[src/include/ecc_cfg.svh]
`ifndef ECC_CFG_SVH
`define ECC_CFG_SVH

// four protected lanes per stored word.
`define ECC_LANES        4
`define ECC_DATA_WIDTH   48
`define ECC_PARITY_WIDTH 7

`define ECC_DEPTH        16
`define ECC_ADDR_WIDTH   4

`endif

[src/source/ecc_code_pkg.sv]
`include "ecc_cfg.svh"

package ecc_code_pkg;

    // ~~~~~~~~~~~~~~~~~~~~~~~~~~~~~~~~~~~~~~~~~~~~~~~~~
    // single lane
    // ~~~~~~~~~~~~~~~~~~~~~~~~~~~~~~~~~~~~~~~~~~~~~~~~~

    typedef logic [`ECC_DATA_WIDTH-1:0]   lane_data_t;
    typedef logic [`ECC_PARITY_WIDTH-1:0] parity_t;

    typedef struct packed {
        lane_data_t data;
        parity_t    parity; // check bits sit below the data.
    } codeword_t;

    // ~~~~~~~~~~~~~~~~~~~~~~~~~~~~~~~~~~~~~~~~~~~~~~~~~
    // full word as kept in the RAM
    // ~~~~~~~~~~~~~~~~~~~~~~~~~~~~~~~~~~~~~~~~~~~~~~~~~

    typedef codeword_t [`ECC_LANES-1:0] word_cw_t;

    // a set bit flips the matching bit of the stored word.
    typedef logic [`ECC_LANES*(`ECC_DATA_WIDTH+`ECC_PARITY_WIDTH)-1:0] inject_t;

    typedef enum logic [1:0] {
        err_none,
        err_single, // corrected, or a flipped check bit.
        err_double
    } err_kind_t;

endpackage

[src/source/ecc_txn_pkg.sv]
`include "ecc_cfg.svh"

package ecc_txn_pkg;

    import ecc_code_pkg::*;

    typedef enum logic [1:0] {
        op_write,
        op_read,
        op_read_raw // stored data without any correction.
    } opcode_t;

    // ~~~~~~~~~~~~~~~~~~~~~~~~~~~~~~~~~~~~~~~~~~~~~~~~~
    // port payloads
    // ~~~~~~~~~~~~~~~~~~~~~~~~~~~~~~~~~~~~~~~~~~~~~~~~~

    typedef struct packed {
        opcode_t                                 opcode;
        logic [`ECC_ADDR_WIDTH-1:0]              addr;
        logic [`ECC_LANES*`ECC_DATA_WIDTH-1:0]   data;
        inject_t                                 inject;
    } mem_req_t;

    typedef struct packed {
        opcode_t                                 opcode;
        logic [`ECC_LANES*`ECC_DATA_WIDTH-1:0]   data;
        logic [`ECC_LANES-1:0]                   sbit;
        logic [`ECC_LANES-1:0]                   dbit;
    } mem_rsp_t;

    // what the response side still needs once the lanes have run.
    typedef struct packed {
        opcode_t                    opcode;
        logic [`ECC_ADDR_WIDTH-1:0] addr;
        inject_t                    inject;
    } stage_t;

endpackage

[src/source/ecc_word_ram.sv]
`timescale 1ns/1ps
`include "ecc_cfg.svh"

module ecc_word_ram
    import ecc_code_pkg::*;
(
    input  logic                       clk,
    input  logic                       reset,
    input  logic                       rd_en,
    input  logic [`ECC_ADDR_WIDTH-1:0] rd_addr,
    output word_cw_t                   rd_data,
    input  logic                       wr_en,
    input  logic [`ECC_ADDR_WIDTH-1:0] wr_addr,
    input  word_cw_t                   wr_data
);

    word_cw_t mem [`ECC_DEPTH];

    always_ff @(posedge clk) begin
        if (wr_en) mem[wr_addr] <= wr_data;
    end

    // a read that collides with a write sees the new word.
    always_ff @(posedge clk) begin
        if (reset) begin
            rd_data <= '0;
        end else if (rd_en) begin
            rd_data <= (wr_en && wr_addr == rd_addr) ? wr_data : mem[rd_addr];
        end
    end

endmodule

[src/source/ecc_secded_lane.sv]
`timescale 1ns/1ps
`include "ecc_cfg.svh"

module ecc_secded_lane
    import ecc_code_pkg::*;
(
    input  codeword_t  cw_in,
    input  logic       bypass,
    output codeword_t  cw_out,
    output lane_data_t data_fixed,
    output err_kind_t  err
);

    // ~~~~~~~~~~~~~~~~~~~~~~~~~~~~~~~~~~~~~~~~~~~~~~~~~
    // parity check matrix, one column per data bit
    // ~~~~~~~~~~~~~~~~~~~~~~~~~~~~~~~~~~~~~~~~~~~~~~~~~

    // bit k of a column says data bit i feeds parity bit k.
    localparam logic [0:`ECC_DATA_WIDTH-1][`ECC_PARITY_WIDTH-1:0] h_cols = '{
        7'b1000011, 7'b1000101, 7'b1000110, 7'b0000111, 7'b1001001, 7'b1001010,
        7'b0001011, 7'b1001100, 7'b0001101, 7'b0001110, 7'b1001111, 7'b1010001,
        7'b1010010, 7'b0010011, 7'b1010100, 7'b0010101, 7'b0010110, 7'b1010111,
        7'b1011000, 7'b0011001, 7'b0011010, 7'b1011011, 7'b0011100, 7'b1011101,
        7'b1011110, 7'b0011111, 7'b1100001, 7'b1100010, 7'b0100011, 7'b1100100,
        7'b0100101, 7'b0100110, 7'b1100111, 7'b1101000, 7'b0101001, 7'b0101010,
        7'b1101011, 7'b0101100, 7'b1101101, 7'b1101110, 7'b0101111, 7'b1110000,
        7'b0110001, 7'b0110010, 7'b1110011, 7'b0110100, 7'b1110101, 7'b1110110
    };

    parity_t    parity_calc;
    parity_t    syndrome;
    lane_data_t flip;
    err_kind_t  kind;

    // encoder.
    always_comb begin
        parity_calc = '0;
        for (int i = 0; i < `ECC_DATA_WIDTH; i++) begin
            if (cw_in.data[i]) parity_calc ^= h_cols[i];
        end
    end

    assign syndrome = cw_in.parity ^ parity_calc;

    // ~~~~~~~~~~~~~~~~~~~~~~~~~~~~~~~~~~~~~~~~~~~~~~~~~
    // syndrome decode
    // ~~~~~~~~~~~~~~~~~~~~~~~~~~~~~~~~~~~~~~~~~~~~~~~~~

    always_comb begin
        flip = '0;
        kind = err_none;
        if (syndrome == '0) begin
            kind = err_none;
        end else if ($onehot(syndrome)) begin
            kind = err_single; // only a check bit was hit, data is fine.
        end else begin
            kind = err_double;
            for (int i = 0; i < `ECC_DATA_WIDTH; i++) begin
                if (syndrome == h_cols[i]) begin
                    flip[i] = 1'b1;
                    kind    = err_single;
                end
            end
        end
    end

    assign cw_out.data   = cw_in.data;
    assign cw_out.parity = parity_calc;

    assign data_fixed = bypass ? cw_in.data : (cw_in.data ^ flip);
    assign err        = bypass ? err_none : kind;

endmodule

[src/source/ecc_req_stage.sv]
`timescale 1ns/1ps
`include "ecc_cfg.svh"

module ecc_req_stage
    import ecc_code_pkg::*;
    import ecc_txn_pkg::*;
(
    input  logic                       clk,
    input  logic                       reset,
    input  logic                       req_valid,
    output logic                       req_ready,
    input  mem_req_t                   req,
    output logic                       ram_rd_en,
    output logic [`ECC_ADDR_WIDTH-1:0] ram_rd_addr,
    input  word_cw_t                   ram_rd_data,
    output word_cw_t                   lane_in,
    output logic                       lane_bypass,
    output logic                       stage_valid,
    output stage_t                     stage,
    input  logic                       stage_ready
);

    logic                                  accept;
    logic [`ECC_LANES*`ECC_DATA_WIDTH-1:0] wdata_q;

    assign req_ready = !stage_valid || stage_ready;
    assign accept    = req_valid && req_ready;

    // the read is launched for every request, the RAM output is just ignored on writes.
    assign ram_rd_en   = accept;
    assign ram_rd_addr = req.addr;

    always_ff @(posedge clk) begin
        if (reset) begin
            stage_valid <= 1'b0;
        end else if (req_ready) begin
            stage_valid <= req_valid;
        end
    end

    always_ff @(posedge clk) begin
        if (accept) begin
            stage.opcode <= req.opcode;
            stage.addr   <= req.addr;
            stage.inject <= req.inject;
            wdata_q      <= req.data;
        end
    end

    // ~~~~~~~~~~~~~~~~~~~~~~~~~~~~~~~~~~~~~~~~~~~~~~~~~
    // lane input selection
    // ~~~~~~~~~~~~~~~~~~~~~~~~~~~~~~~~~~~~~~~~~~~~~~~~~

    // writes reuse the checker as an encoder by feeding zero parity.
    always_comb begin
        for (int l = 0; l < `ECC_LANES; l++) begin
            if (stage.opcode == op_write) begin
                lane_in[l].data   = wdata_q[l*`ECC_DATA_WIDTH +: `ECC_DATA_WIDTH];
                lane_in[l].parity = '0;
            end else begin
                lane_in[l] = ram_rd_data[l];
            end
        end
    end

    assign lane_bypass = (stage.opcode == op_read_raw);

endmodule

[src/source/ecc_rsp_merge.sv]
`timescale 1ns/1ps
`include "ecc_cfg.svh"

module ecc_rsp_merge
    import ecc_code_pkg::*;
    import ecc_txn_pkg::*;
(
    input  logic                                  clk,
    input  logic                                  reset,
    input  logic                                  stage_valid,
    output logic                                  stage_ready,
    input  stage_t                                stage,
    input  word_cw_t                              lane_cw,
    input  logic [`ECC_LANES*`ECC_DATA_WIDTH-1:0] lane_fixed,
    input  err_kind_t [`ECC_LANES-1:0]            lane_err,
    output logic                                  ram_wr_en,
    output logic [`ECC_ADDR_WIDTH-1:0]            ram_wr_addr,
    output word_cw_t                              ram_wr_data,
    output logic                                  rsp_valid,
    input  logic                                  rsp_ready,
    output mem_rsp_t                              rsp
);

    logic                  consume;
    logic [`ECC_LANES-1:0] sbit_d;
    logic [`ECC_LANES-1:0] dbit_d;

    assign stage_ready = !rsp_valid || rsp_ready;
    assign consume     = stage_valid && stage_ready;

    // stored word is the fresh encoding, with test flips applied.
    assign ram_wr_en   = consume && (stage.opcode == op_write);
    assign ram_wr_addr = stage.addr;
    assign ram_wr_data = lane_cw ^ stage.inject;

    always_comb begin
        for (int l = 0; l < `ECC_LANES; l++) begin
            sbit_d[l] = (lane_err[l] == err_single);
            dbit_d[l] = (lane_err[l] == err_double);
        end
    end

    always_ff @(posedge clk) begin
        if (reset) begin
            rsp_valid <= 1'b0;
        end else if (stage_ready) begin
            rsp_valid <= stage_valid;
        end
    end

    always_ff @(posedge clk) begin
        if (consume) begin
            rsp.opcode <= stage.opcode;
            case (stage.opcode)
                op_read: begin
                    rsp.data <= lane_fixed;
                    rsp.sbit <= sbit_d;
                    rsp.dbit <= dbit_d;
                end
                op_read_raw: begin
                    rsp.data <= lane_fixed; // lanes are bypassed here.
                    rsp.sbit <= '0;
                    rsp.dbit <= '0;
                end
                default: begin
                    rsp.data <= '0;
                    rsp.sbit <= '0;
                    rsp.dbit <= '0;
                end
            endcase
        end
    end

endmodule

[src/source/ecc_mem_top.sv]
`timescale 1ns/1ps
`include "ecc_cfg.svh"

module ecc_mem_top
    import ecc_code_pkg::*;
    import ecc_txn_pkg::*;
(
    input  logic     clk,
    input  logic     reset,
    input  logic     req_valid,
    output logic     req_ready,
    input  mem_req_t req,
    output logic     rsp_valid,
    input  logic     rsp_ready,
    output mem_rsp_t rsp
);

    logic                                  ram_rd_en;
    logic [`ECC_ADDR_WIDTH-1:0]            ram_rd_addr;
    word_cw_t                              ram_rd_data;
    logic                                  ram_wr_en;
    logic [`ECC_ADDR_WIDTH-1:0]            ram_wr_addr;
    word_cw_t                              ram_wr_data;
    word_cw_t                              lane_in;
    logic                                  lane_bypass;
    word_cw_t                              lane_cw;
    logic [`ECC_LANES*`ECC_DATA_WIDTH-1:0] lane_fixed;
    err_kind_t [`ECC_LANES-1:0]            lane_err;
    logic                                  stage_valid;
    logic                                  stage_ready;
    stage_t                                stage;

    ecc_req_stage i_req_stage (
        .clk(clk), .reset(reset),
        .req_valid(req_valid), .req_ready(req_ready), .req(req),
        .ram_rd_en(ram_rd_en), .ram_rd_addr(ram_rd_addr), .ram_rd_data(ram_rd_data),
        .lane_in(lane_in), .lane_bypass(lane_bypass),
        .stage_valid(stage_valid), .stage(stage), .stage_ready(stage_ready)
    );

    // ~~~~~~~~~~~~~~~~~~~~~~~~~~~~~~~~~~~~~~~~~~~~~~~~~
    // one checker per lane
    // ~~~~~~~~~~~~~~~~~~~~~~~~~~~~~~~~~~~~~~~~~~~~~~~~~

    for (genvar g = 0; g < `ECC_LANES; g++) begin : g_lane
        ecc_secded_lane i_lane (
            .cw_in(lane_in[g]),
            .bypass(lane_bypass),
            .cw_out(lane_cw[g]),
            .data_fixed(lane_fixed[g*`ECC_DATA_WIDTH +: `ECC_DATA_WIDTH]),
            .err(lane_err[g])
        );
    end

    ecc_rsp_merge i_rsp_merge (
        .clk(clk), .reset(reset),
        .stage_valid(stage_valid), .stage_ready(stage_ready), .stage(stage),
        .lane_cw(lane_cw), .lane_fixed(lane_fixed), .lane_err(lane_err),
        .ram_wr_en(ram_wr_en), .ram_wr_addr(ram_wr_addr), .ram_wr_data(ram_wr_data),
        .rsp_valid(rsp_valid), .rsp_ready(rsp_ready), .rsp(rsp)
    );

    ecc_word_ram i_ram (
        .clk(clk), .reset(reset),
        .rd_en(ram_rd_en), .rd_addr(ram_rd_addr), .rd_data(ram_rd_data),
        .wr_en(ram_wr_en), .wr_addr(ram_wr_addr), .wr_data(ram_wr_data)
    );

endmodule

[config.mk]
export PLATFORM = sky130hd
export DESIGN_NAME = ecc_mem_top
export DESIGN_NICKNAME = d
export VERILOG_FILES = /design/src/source/ecc_code_pkg.sv /design/src/source/ecc_txn_pkg.sv /design/src/source/ecc_word_ram.sv /design/src/source/ecc_secded_lane.sv /design/src/source/ecc_req_stage.sv /design/src/source/ecc_rsp_merge.sv /design/src/source/ecc_mem_top.sv
export VERILOG_INCLUDE_DIRS = /design/src /design/src/include
export SDC_FILE = /design/constraint.sdc
export NUM_CORES = 2
export LEC_CHECK = 0
export BUFFER_PORTS_ARGS = -buffer_cell sky130_fd_sc_hd__buf_2
export CORE_AREA = 2 2 548 550
export CTS_CLUSTER_SIZE = 16
export DETAILED_ROUTE_END_ITERATION = 8
export DIE_AREA = 0 0 550 552
export PLACE_DENSITY = 0.78
export SYNTH_ARGS = -nofsm -noshare
export SYNTH_HDL_FRONTEND = slang
export SYNTH_SLANG_ARGS = --single-unit
[constraint.sdc]
create_clock -name clk -period 91.7 [get_ports clk]
set_input_delay 27.51 -clock clk [delete_from_list [all_inputs] [get_ports clk]]
set_output_delay 27.51 -clock clk [all_outputs]
set_load 0.01 [all_outputs]
# Word level (Yosys, flattened, before mapping)
# Memories as Yosys holds them, arrays and structs flattened. A register that Yosys moved wholly into a read port is not among the register bits.
# Cells that the tools add are included.
# totals
n_memories	1
register_bits	622
mem_bits_rw	3520
word_cells	1057
inputBits	422
out_inout_bits	204
# classes
bitwise	197
n_addsub	24
n_mux	607
n_reduce_logical	12
eq_ne	206
# mem_list
memory	depth	width	read_ports	rd_clocked_by_memory_dff	write_ports	line	rtl
i_ram.mem	16	220	1	1	1	ecc_word_ram.sv:17	word_cw_t mem [`ECC_DEPTH];
# op_table
cell	count
7-bit == test (second input constant)	108
7-bit 2-to-1 mux	108
48-bit 2-to-1 mux	12
2-bit 2-to-1 mux	204
200-bit one-hot mux with 2 select lines	1
3-bit inverter	132
7-bit by 6-bit == test with 1-bit output (second input constant)	40
5-bit inverter	56
6-bit 2-to-1 mux	40
55-bit 2-to-1 mux	4
220-bit XOR	1
7-bit by 5-bit == test with 1-bit output (second input constant)	28
1-bit 2-to-1 mux	194
48-bit XOR	4
5-bit 2-to-1 mux	28
7-bit by 4-bit == test with 1-bit output (second input constant)	12
4-bit 2-to-1 mux	12
7-bit by 3-bit == test with 1-bit output (second input constant)	4
7-bit logical NOT	4
7-bit XOR	4
1-bit by 1-bit adder with 2-bit output	12
3-bit adder	8
3-bit by 1-bit adder with 3-bit output	4
3-bit by 1-bit == test with 1-bit output (second input constant)	4
7 further kinds	22

# Longest topological paths before layout
# depth
word_depth	152
mapped_depth	32
ltp_nobuf	24

# By module
# From an unflattened synthesis, not the netlist that was laid out.
# unflattened
cells_unflattened	8990
area_unflattened_um2	177492.7
# modules_own_cells
mod	cells_each	area_each_um2	n_inst	seq_area_each_um2
ecc_word_ram	6211	139989.3	1	110105.6
ecc_req_stage	673	16076.7	1	12572.1
ecc_rsp_merge	660	9616.7	1	6085.8
ecc_secded_lane (g_lane[1].i_lane ...)	362	2934.1	3	0.0
ecc_secded_lane (g_lane[0].i_lane)	360	3007.9	1	0.0

# Worst setup path before layout
# OpenSTA, ideal clock, no wires.
# synth_timing
path_type	input to output
from	input port rsp_ready
to	output port req_ready
slack_ns	36.366
t_arrival_ns	27.824
n_path_buf	0
required_time_ns	64.190
path_stages	2
path_cell_list	nor2b_1 -> nand2_1
# synth_between
elab_chain_cells	2
# synth_rtl
element	line	rtl
start: declaration	ecc_mem_top.sv:14	input logic rsp_ready,
1-bit logical OR	ecc_rsp_merge.sv:28	assign stage_ready = !rsp_valid || rsp_ready;
1-bit logical OR	ecc_req_stage.sv:26	assign req_ready = !stage_valid || stage_ready;
end: declaration	ecc_mem_top.sv:11	output logic req_ready,
# No other way between the ends.

# Worst setup path in the final report
# Same ends and word-level chain as after synthesis.

==> qor.csv <==
metric,value,unit
initial antenna violation count,20,
min cycle time layout,55850,ps
DR WL/cell,34.3,µm
sequential fraction of the synthesis area,72.4,%
Synth Instances,8869,
chip width,550,µm
1st-iter DRT viols,13600,
outcome,finished clean,
Final nets,10200,
Worst Setup Start Kind,input pin,
Max-cap violations,0,
wire length on met1,174000,µm
Post-Syn Area,178000,µm²
hold-fix buffer count after cts,0,
CTS resizes,0,
gr ovfl total,0,
"Max FO, Critical Path",4,
gr usage total,31.4,%
Post-DP HPWL,263000,µm
pwr/cell area,30.8,nW/µm²
Synth Register Bits,4362,
Via Count,94600,
starting density of the core,59.6,%
area of the multi-input gates,47000,µm²
met3 WL,54900,µm
VDD IR max,0.0000887,V
Synth Flop Type,edfxtp_1,
CTS tree,built,
total wire length,480000,µm
clock transition at the registers of the reported paths,60,ps
hold slack,501,ps
Post-CTS Setup Repair Bufs,0,
clock tree sinks,4362,
number of flops mapped to enable cells by yosys,4140,
share of cells above drive strength 1,28.0,%
Async SR Flop Fraction,0,%
CTS root buf,clkbuf_16,
worst slew pin tran,1380,ps
Tcrit/Tclk final,60.9,%
synth unique cells,74,
Fillers,18500,
yosys warns,0,
P_leak,0.0641,µW
Slew HR,7.10,%
max incr delay on CP,360,ps
CTS Buffer Depth,4,
port buffer count,625,
Core Rows,201,
Final Skew,49.7,ps
routability cong.,0.947,
# IOs,626,
largest net degree at the start of global routing,170,
max-slew violation count,0,
DIE HEIGHT,552,µm
Setup Total Neg Slack,0,ps
Post-Syn Nets,9360,
first-pass GRT wire length,682000,µm
vias per std cell,6.76,
DIE AREA,304000,µm²
Crit-path slowest cell,nor2b_1,
Fmax,17.9,MHz
Crit. End Element,primary output,
WL met2,233000,µm
htree depth,5,
CP required,64190,ps
DR pass1 iterations,6,
Setup-failing EPs final,0,
CP dominant cell by count,buf_2,
Reg area,129000,µm²
Area growth syn-to-layout,12.6,%
DR top layer,met5,
WS Path Type,input pin to primary output,
worst hold path type,flop to flop,
RSZ-0062 raised after global routing,false,
CTS Buf Count,422,
number of remaining DRC errors,0,
vias in the first global route,95700,
Worst EP arrival,28340,ps
CORE AREA,298000,µm²
average instance area after synthesis,20.1,µm²
Final ANT Viol Nets,0,
count of final hold-check violations,0,
worst path cell trace,"buf_2, nor2b_1, nand2_1, buf_2",
latest clock arrival within the worst-skew pair,970,ps
-- path summary, 6_finish.rpt --
kind / startpoint / to / slack [ps] / depth (start not counted)
min: i_ram.rd_data[44] / i_ram.rd_data[44] / 500 / 2
max: rsp_ready / req_ready / 35850 / 4
max reg2reg: i_req_stage.stage[224] / i_rsp_merge.rsp[66] / 81660 / 24
min reg2reg: i_ram.rd_data[44] / i_ram.rd_data[44] / 500 / 2
-- routing by layer --
| layer | global-route usage [%] | vias up |
|---|---|---|
| met3 | 5.85 | 983 |
| met5 | 0 | - |
| met2 | 50.3 | 6502 |
| li1 | - | 37900 |
| met4 | 10.5 | 14 |
| met1 | 44.1 | 49200 |
-- worst max-delay path: cells and delay by family --
kind | cells | cell delay, ps
buffers and inverters | 2 | 290
AND/OR/NAND/NOR | 2 | 540
-- logic make-up after synthesis --
group	share of synthesized area, %
fa+ha+maj	0.536
mux	16.7
simple gates	2.26
flops	72.4
compound gates	2.75
buf+inv	1.43
xor+xnor	3.93
-- power by group --
part	internal (µW)	switching [µW]	leakage (µW)
Sequential	2420	27.0	0.0394
Clock	983	747	0.00672
Combinational	581	1400	0.0180
Total	3980	2180	0.0641
-- registers in the layout, indices dropped and copies added (netlist names) --
signal	flops
i_ram.mem	3520
i_ram.rd_data	220
i_req_stage.stage	226
i_req_stage.stage_valid	1
i_req_stage.wdata_q	192
i_rsp_merge.rsp	202
i_rsp_merge.rsp_valid	1
-- stage by stage --
step / utilization [%] / cell area (µm²) / cells / power (µW) / worst slack (ps)
final: 67.1 / 200000 / 14000 / 6160 / 35850
after floorplan: - / 178000 / 8869 / 3780 / 36370
after global placement: 62.4 / 186000 / 13200 / 4340 / 35770
after detailed placement: 62.4 / 186000 / 13200 / 4390 / 35810
after global routing: 67.1 / 200000 / 14000 / 6370 / 35800
after CTS: 67.1 / 200000 / 14000 / 6110 / 35810
-- cells in the mapped netlist, types with 28 or more instances --
cell type | number | area, µm²
xnor2_1 | 527 | 4620
o211ai_1 | 44 | 330
clkbuf_1 | 386 | 1450
and2_1 | 42 | 263
o22ai_1 | 49 | 307
mux2i_2 | 61 | 840
a21oi_1 | 107 | 536
edfxtp_1 | 4140 | 124000
o21ai_0 | 110 | 551
mux2i_1 | 366 | 3660
o31ai_1 | 28 | 210
buf_1 | 78 | 293
nand4_1 | 152 | 951
mux2i_4 | 37 | 833
nand2_1 | 112 | 420
inv_1 | 64 | 240
a211oi_1 | 272 | 2040
xor2_1 | 168 | 1470
buf_2 | 30 | 150
mux4_2 | 1077 | 24300
nand3_1 | 75 | 375
dfxtp_1 | 222 | 4440
nor2b_1 | 49 | 307
ha_1 | 57 | 713
nor2_1 | 341 | 1280
-- cell type report --
cell class	count	share of cell area (%)
Sequential cell	4362	64.3
Multi-Input combinational cell	3915	23.4
Clock buffer	568	5.78
Timing Repair Buffer	895	2.76
Tap cell	3958	2.47
Clock inverter	224	1.11
Inverter	65	0.122
Antenna cell	6	0.00750
-- cell usage in the layout (no fill, tap or decap), drive strengths merged, types with 154 or more instances in the layout --
cell    count
mux2i     464
mux4     1077
clkinv    154
nor2      341
edfxtp   4140
a211oi    272
buf       895
dfxtp     222
xor2      171
xnor2     554
clkbuf    568
Power figures use the tool's default switching activity.
